--- config.mk ---
export PLATFORM = sky130hd
export DESIGN_NAME = l1_cache_ctrl
export DESIGN_NICKNAME = d
export VERILOG_FILES = /design/src/design/l1_pkg.sv /design/src/design/l1_cache_ctrl.sv
export SDC_FILE = /design/constraint.sdc
export NUM_CORES = 1
export LEC_CHECK = 0
export BUFFER_PORTS_ARGS = -buffer_cell sky130_fd_sc_hd__buf_2
export CAP_MARGIN = 20
export CORE_AREA = 2 2 306 308
export CTS_BUF_LIST = sky130_fd_sc_hd__clkbuf_8
export DETAILED_ROUTE_END_ITERATION = 10
export DIE_AREA = 0 0 308 310
export PLACE_DENSITY = 0.37
export SETUP_SLACK_MARGIN = 0.05
export SLEW_MARGIN = 20
export SYNTH_ARGS = -nofsm -noshare
export SYNTH_HDL_FRONTEND = slang
export SYNTH_SLANG_ARGS = --single-unit
--- constraint.sdc ---
create_clock -name clk_i -period 7.57 [get_ports clk_i]
set_clock_uncertainty 0.1 [all_clocks]
set_input_delay 0.757 -clock clk_i [delete_from_list [all_inputs] [get_ports clk_i]]
set_output_delay 0.757 -clock clk_i [all_outputs]
set_load 0.02 [all_outputs]
--- src/design/l1_pkg.sv ---
`default_nettype none

package l1_pkg;

    // Port and line sizes
    localparam int ADDR_W          = 32;
    localparam int DATA_W          = 32;
    localparam int BLOCK_W         = 128;
    localparam int WORDS_PER_BLOCK = BLOCK_W / DATA_W;

    // Organization
    localparam int WAYS  = 2;
    localparam int SETS  = 16;
    localparam int WAY_W = 1;

    // Address fields
    localparam int OFFSET_W   = 4;
    localparam int WORD_SEL_W = 2;
    localparam int INDEX_W    = 4;
    localparam int TAG_W      = ADDR_W - INDEX_W - OFFSET_W;

    // One address word seen flat or split into its fields
    typedef union packed {
        logic [ADDR_W-1:0] flat;
        struct packed {
            logic [TAG_W-1:0]               tag;
            logic [INDEX_W-1:0]             index;
            logic [WORD_SEL_W-1:0]          word;
            logic [OFFSET_W-WORD_SEL_W-1:0] byte_off;
        } f;
    } l1_addr_u;

    typedef enum logic [2:0] {
        IDLE,
        LOOKUP,
        RESPOND,
        WB_REQ,
        FILL_REQ,
        FILL_WAIT,
        FILL_DONE
    } l1_state_e;

endpackage

`default_nettype wire

--- src/design/l1_cache_ctrl.sv ---
`timescale 1ns/1ps
`default_nettype none

module l1_cache_ctrl (
    input  logic                        clk_i,
    input  logic                        rstn_i,
    input  logic                        port_req_valid_i,
    input  logic                        port_req_write_i,
    input  l1_pkg::l1_addr_u            port_req_addr_i,
    input  logic [l1_pkg::DATA_W-1:0]   port_req_data_i,
    output logic                        port_req_ready_o,
    input  logic                        port_resp_ready_i,
    output logic                        port_resp_valid_o,
    output logic [l1_pkg::DATA_W-1:0]   port_resp_data_o,
    output logic                        mem_req_valid_o,
    output logic                        mem_req_write_o,
    output logic [l1_pkg::ADDR_W-1:0]   mem_req_addr_o,
    output logic [l1_pkg::BLOCK_W-1:0]  mem_req_data_o,
    input  logic                        mem_req_ready_i,
    input  logic                        mem_rvalid_i,
    input  logic [l1_pkg::BLOCK_W-1:0]  mem_rdata_i,
    output logic                        mem_rready_o,
    output l1_pkg::l1_addr_u            lookup_addr_o,
    output logic                        wr_word_en_o,
    output logic [l1_pkg::DATA_W-1:0]   wr_word_data_o,
    output logic                        fill_en_o,
    output logic [l1_pkg::WAY_W-1:0]    fill_way_o,
    output logic [l1_pkg::BLOCK_W-1:0]  fill_block_o,
    output logic                        dirty_clear_o,
    output logic                        step_o,
    input  logic                        hit_i,
    input  logic [l1_pkg::WAY_W-1:0]    hit_way_i,
    input  logic [l1_pkg::DATA_W-1:0]   hit_word_i,
    input  logic [l1_pkg::WAY_W-1:0]    victim_way_i,
    input  logic                        victim_dirty_i,
    input  logic [l1_pkg::TAG_W-1:0]    victim_tag_i,
    input  logic [l1_pkg::BLOCK_W-1:0]  victim_block_i
);
    import l1_pkg::*;

    l1_state_e         state_q;
    l1_state_e         state_d;
    l1_addr_u          req_addr_q;
    logic              req_write_q;
    logic [DATA_W-1:0] req_data_q;
    logic [ADDR_W-1:0] fill_addr;
    logic [ADDR_W-1:0] wb_addr;
    logic              req_fire;
    logic              resp_fire;
    logic              mem_req_fire;
    logic              mem_rd_fire;

    assign req_fire     = port_req_valid_i && port_req_ready_o;
    assign resp_fire    = port_resp_valid_o && port_resp_ready_i;
    assign mem_req_fire = mem_req_valid_o && mem_req_ready_i;
    assign mem_rd_fire  = mem_rvalid_i && mem_rready_o;

    // Line-aligned addresses of the missing line and of the victim
    assign fill_addr = {req_addr_q.f.tag, req_addr_q.f.index, {OFFSET_W{1'b0}}};
    assign wb_addr   = {victim_tag_i, req_addr_q.f.index, {OFFSET_W{1'b0}}};

    assign port_req_ready_o = (state_q == IDLE);
    assign lookup_addr_o    = req_addr_q;
    assign wr_word_data_o   = req_data_q;
    assign wr_word_en_o     = (state_q == RESPOND) && req_write_q;
    assign dirty_clear_o    = (state_q == WB_REQ) && mem_req_fire;
    assign fill_en_o        = (state_q == FILL_DONE);
    assign step_o           = (state_q == FILL_DONE);

    always_comb begin
        state_d = state_q;
        case (state_q)
            IDLE:      if (req_fire) state_d = LOOKUP;
            LOOKUP:    state_d = hit_i ? RESPOND : (victim_dirty_i ? WB_REQ : FILL_REQ);
            RESPOND:   if (req_write_q || resp_fire) state_d = IDLE;
            WB_REQ:    if (mem_req_fire) state_d = FILL_REQ;
            FILL_REQ:  if (mem_req_fire) state_d = FILL_WAIT;
            FILL_WAIT: if (mem_rd_fire) state_d = FILL_DONE;
            FILL_DONE: state_d = LOOKUP;
            default:   state_d = IDLE;
        endcase
    end

    always_ff @(posedge clk_i) begin
        if (!rstn_i) begin
            state_q           <= IDLE;
            port_resp_valid_o <= 1'b0;
            mem_req_valid_o   <= 1'b0;
            mem_rready_o      <= 1'b0;
        end else begin
            state_q <= state_d;
            // Read data goes out one cycle into RESPOND and waits for the handshake
            if (resp_fire) begin
                port_resp_valid_o <= 1'b0;
            end else if (state_q == RESPOND && !req_write_q) begin
                port_resp_valid_o <= 1'b1;
            end
            if (state_q == LOOKUP && !hit_i) begin
                mem_req_valid_o <= 1'b1;
            end else if (state_q == FILL_REQ && mem_req_fire) begin
                mem_req_valid_o <= 1'b0;
            end
            if (state_q == FILL_REQ && mem_req_fire) begin
                mem_rready_o <= 1'b1;
            end else if (mem_rd_fire) begin
                mem_rready_o <= 1'b0;
            end
        end
    end

    always_ff @(posedge clk_i) begin
        if (req_fire) begin
            req_addr_q  <= port_req_addr_i;
            req_write_q <= port_req_write_i;
            req_data_q  <= port_req_data_i;
        end
        if (state_q == RESPOND && !port_resp_valid_o) begin
            port_resp_data_o <= hit_word_i;
        end
        if (state_q == LOOKUP && !hit_i) begin
            fill_way_o      <= victim_way_i;
            mem_req_write_o <= victim_dirty_i;
            mem_req_addr_o  <= victim_dirty_i ? wb_addr : fill_addr;
            mem_req_data_o  <= victim_block_i;
        end else if (state_q == WB_REQ && mem_req_fire) begin
            mem_req_write_o <= 1'b0;
            mem_req_addr_o  <= fill_addr;
        end
        if (mem_rd_fire) begin
            fill_block_o <= mem_rdata_i;
        end
    end

    a_mem_req_hold: assert property (@(posedge clk_i) disable iff (!rstn_i)
        mem_req_valid_o && !mem_req_ready_i |=> mem_req_valid_o
            && $stable({mem_req_write_o, mem_req_addr_o, mem_req_data_o}));

    // The lookup after a fill hits in the way that was just written
    a_fill_then_hit: assert property (@(posedge clk_i) disable iff (!rstn_i)
        state_q == FILL_DONE |=> hit_i && hit_way_i == fill_way_o);

endmodule

`default_nettype wire

# After elaboration in Yosys (flattened, before gate mapping)
# Index checks and enable logic that the tools add are counted.
[word_totals]
register_bits = 393
latchBits = 0
ram_bits = 0
romBits = 0
output_inout_bits = 394
word_cells = 62
memories = 0
[classes]
n_addsub = 0
mul = 0
div_mod_pow = 0
order_cmp = 0
eq_ne = 11
shift = 0
mux = 17
bitwise = 1
reduce_logical = 20
[op_table]
columns = ["cell", "n"]
rows = [
  ["$mux W32", 3],
  ["$mux W3", 7],
  ["$pmux W3 S7", 1],
  ["$logic_and A1 B1 Y1", 10],
  ["$eq A3 B3 Y1 const B", 3],
  ["$ne A2 B2 Y1 const B", 4],
  ["$eq A3 B2 Y1 const B", 2],
  ["$mux W1", 6],
  ["$reduce_bool A2 Y1", 3],
  ["$reduce_and A5 Y1", 1],
  ["$eq A3 B1 Y1 const B", 1],
  ["$logic_not A1 Y1", 3],
  ["$logic_not A3 Y1", 1],
  ["$ne A2 B1 Y1 const B", 1],
  ["$reduce_or A2 Y1", 1],
  ["$logic_or A1 B1 Y1", 1],
  ["$not A1 Y1", 1],
]

# Longest topological paths before layout
[logic_depth]
depth_word = 4
ltp_mapped = 5

# Least setup slack after synthesis
# Ideal clock, no wire load.
[synth_path]
path_type = "input port to flip-flop"
startpoint = "in hit_i"
endpoint = "reg mem_req_addr_o[10] in the netlist's numbering, enable pin"
setup_ns = 0.373
arrival_ns = 5.779
t_required_ns = 7.097
setup_slack_ns = 1.318
stages = 2
path_cell_list = "nor4b_4 > or2_2"
[synth_via]
elab_chain_len = 3
[synth_rtl]
columns = ["item", "line", "text"]
rows = [
  ["start: declaration", "l1_cache_ctrl.sv:31", "input logic hit_i,"],
  ["$logic_not A1 Y1", "l1_cache_ctrl.sv:120", "if (state_q == LOOKUP && !hit_i) begin"],
  ["$logic_and A1 B1 Y1", "l1_cache_ctrl.sv:120", ""],
  ["$reduce_bool A2 Y1 (no source line)", "n/a", ""],
  ["end signal: assignment", "l1_cache_ctrl.sv:123", "mem_req_addr_o <= victim_dirty_i ? wb_addr : fill_addr;"],
  ["end signal: assignment", "l1_cache_ctrl.sv:127", "mem_req_addr_o <= fill_addr;"],
  ["end: declaration", "l1_cache_ctrl.sv:17", "output logic [l1_pkg::ADDR_W-1:0] mem_req_addr_o,"],
]
# No other way between the ends.
# A chain may end at the register's enable or synchronous reset.

# Final worst setup path
[layout_path]
startpoint = "reg state_q[0]"
endpoint = "reg mem_req_data_o[121] in the netlist's numbering, enable pin"
[layout_via]
elab_chain_len = 2
[layout_rtl]
columns = ["item", "line", "text"]
rows = [
  ["start: declaration", "l1_cache_ctrl.sv:41", "l1_state_e state_q;"],
  ["start signal: assignment", "l1_cache_ctrl.sv:91", "state_q <= state_d;"],
  ["$eq A3 B1 Y1", "l1_cache_ctrl.sv:120", ""],
  ["$logic_and A1 B1 Y1", "l1_cache_ctrl.sv:120", ""],
  ["end signal: assignment", "l1_cache_ctrl.sv:124", "mem_req_data_o <= victim_block_i;"],
  ["end: declaration", "l1_cache_ctrl.sv:18", "output logic [l1_pkg::BLOCK_W-1:0] mem_req_data_o,"],
]
# No other way between the ends.

==> results.ini <==
[cts]
htree_levels = 3
holdBufCountCts = 0
clkTransAtPathRegs_ns = 0.06
postCtsSetupBuffers = 0
clkSinkCount = 389
cts-buffers-inserted = 72
ctsResizeCount = 0
clk_latency_ns = 0.67
tritoncts = done
clk_path_buf_depth = 3
cts-root-buf = clkbuf_8

[drt]
ant_nets = 0
drt_iter0_drc = 476
viasPerCell = 3.15
drc = 0
finalWirelength_um = 45300
vias = 8079
wl_per_cell_um = 17.7
drtPass1Iterations = 4

[timing]
relSlewSlack_pct = 38.0
timing_worst_slew_pin_value_ns = 0.930
fmaxAchievable_mhz = 329
slew_viol_final = 0
timing.hold.ws_ns = 0.153
fin_tns_setup_ns = 0
fin_crit_ns = 3.04
rsz0062_at_grt = false
post-route-period-util_pct = 40.1
finalHoldViolCount = 0
setup_viol = 0

[power_and_ir_drop]
internal_power_w = 0.00399
power_switching_w = 0.00163
leakagePower_nw = 7.72
power_frac_clock_pct = 33.5
switching_share_pct = 29.0
comb_power_share_pct = 16.6
ir_drop_v = 0.000130
seqPwrFrac_pct = 49.9
p_per_area_mw_per_mm2 = 296

[setup_path]
worstPathCellList = nor4b_4 > buf_4 > buf_4
path_class = reg -> reg
cp_num_buf_inv = 2
crit_path_start = state_q[0]
worstPathRequired_ns = 7.75
cp_slowest_cell = buf_4
endpoint_kind = register
max_stage_delay_ns = 0.81
crit_family = buffers and inverters
arrival_ns = 3.21
cp_max_fo = 72
reg2reg_from = state_q[0]
crit_top_cell = buf_4
start_kind = register

[finish]
drive_gt1_share_pct = 65.8
design_area_sq_mm = 0.0190
synthToLayoutAreaGrowth_pct = 54.0
stdcell_count = 2563
fillers = 9975
nets = 1709

[status]
status = completed

[synthesis]
synthTopCellsByCount = 383 x edfxtp_1, 19 x mux2_4, 8 x nand2_1
netlist_area_sq_mm = 0.0124
synth_edf_count = 383
yosysUniqueCellTypes = 34
syn_avg_cell_area_sq_um = 26.0
synthArstFlopShare_pct = 0
yosys.area.top_type = edfxtp_1
synth_cells = 475
synth_flop_cell = edfxtp_1
ys_top_cells_by_area = edfxtp_1 93%, mux2_4 2.3%, dfxtp_1 0.97%
yosysMostFrequentCell = edfxtp_1
synth_top_area_share_pct = 93.1
ys_seq_area_share_pct = 94.1
ys_warn_count = 0
ys_ff_latch = 389

[floorplan]
die-area_sq_mm = 0.0955
die_h_um = 310
core-area_sq_mm = 0.0925
rows = 112
die_w_um = 308
ios = 781
start_util_pct = 13.4

[global_route]
grt_pass1_vias = 8380
grt_pass1_wl_um = 58800
antenna_found_initial = 9
grt-ovfl-total = 0
grt_usage_pct = 8.77
grt_max_degree = 73

[placed_design]
placed_cells = 2444
placed_cell_area_sq_mm = 0.0177
io_buffers = 775
hpwlAfterDp_um = 35200
place_congestion = 0.758

[run]
cap_violations = 0

[worst_hold_path]
hold_start = mem_rdata_i[65]
holdCritPathClass = in -> reg

[final timing paths]
check	to	slack, ns	cells past startpoint
worst max register to register	mem_req_data_o[121]	4.53	3
worst max-delay path	mem_req_data_o[121]	4.53	3
worst min-delay path	fill_block_o[65]	0.15	1
worst min register to register	mem_req_addr_o[5]	0.34	0
[routing by layer]
layer	track usage [%]	vias to the layer above	part of all wire, %
met3	4.19	93	10
met1	9.46	3954	36
met5	0	-	0.049
met2	14.7	428	51
met4	3.74	4	3.1
li1	-	3600	-
[cell usage in the layout, fill, tap and decap left out, types with 5 or more instances in the layout]
cell	count
inv_1	21
buf_2	775
dfxtp_1	6
mux2_2	5
nor3_1	5
edfxtp_1	383
nand2_1	8
clkinv_1	10
mux2_4	19
clkbuf_8	73
[area by class of cell]
type	count	area [sq um]	share of cell area, %
antenna	2	5.00	0.0263
inverter	3	13.8	0.0723
clock buffer	73	1000	5.28
clock inverter	43	283	1.49
tap	1197	1500	7.87
timing repair buffer	780	3930	20.7
multi-input combinational	76	669	3.52
sequential	389	11600	61.1
[power groups by stage]
stage / combinational [W] / clock (W) / sequential [W]
6_report: 0.000931 / 0.00189 / 0.00281
5_1_grt: 0.00100 / 0.00208 / 0.00284
4_1_cts: 0.000953 / 0.00200 / 0.00282
3_5_place_dp: 0.000952 / 0 / 0.00286
3_3_place_gp: 0.000945 / 0 / 0.00285
2_1_floorplan: 0.000236 / 0 / 0.00313
[flip-flops by register name, summed over array words and instances (netlist names)]
name,flops
fill_block_o,128
mem_req_data_o,128
lookup_addr_o,32
port_resp_data_o,32
wr_word_data_o,32
mem_req_addr_o,28
state_q,3
fill_way_o,1
mem_req_valid_o,1
mem_req_write_o,1
mem_rready_o,1
port_resp_valid_o,1
req_write_q,1
[through the flow]
step	worst slack, ns	total power [W]	util (%)
after floorplan	1.32	0.00336	-
after global placement	4.36	0.00380	19.1
after detailed placement	4.27	0.00381	19.1
after CTS	4.50	0.00577	20.5
after global routing	4.29	0.00591	20.6
final	4.53	0.00563	20.6
[worst reg2reg max path, cell delays in order, from the launching register on]
cell and delay [ns]:
dfxtp_1 0.59, nor4b_4 0.27, buf_4 0.66, buf_4 0.94
[cell families (layout without fill, tap and decap cells)]
family	Yosys count	in the layout	synth area share (%)
multiplexers	25	25	2.85
other	1	6	0.0304
buffers and inverters	13	899	0.689
AO/OA/AOI/OAI	13	13	0.739
flip-flops	389	389	94.1
AND/OR/NAND/NOR	34	34	1.64
(Power assumes the default switching activity.)
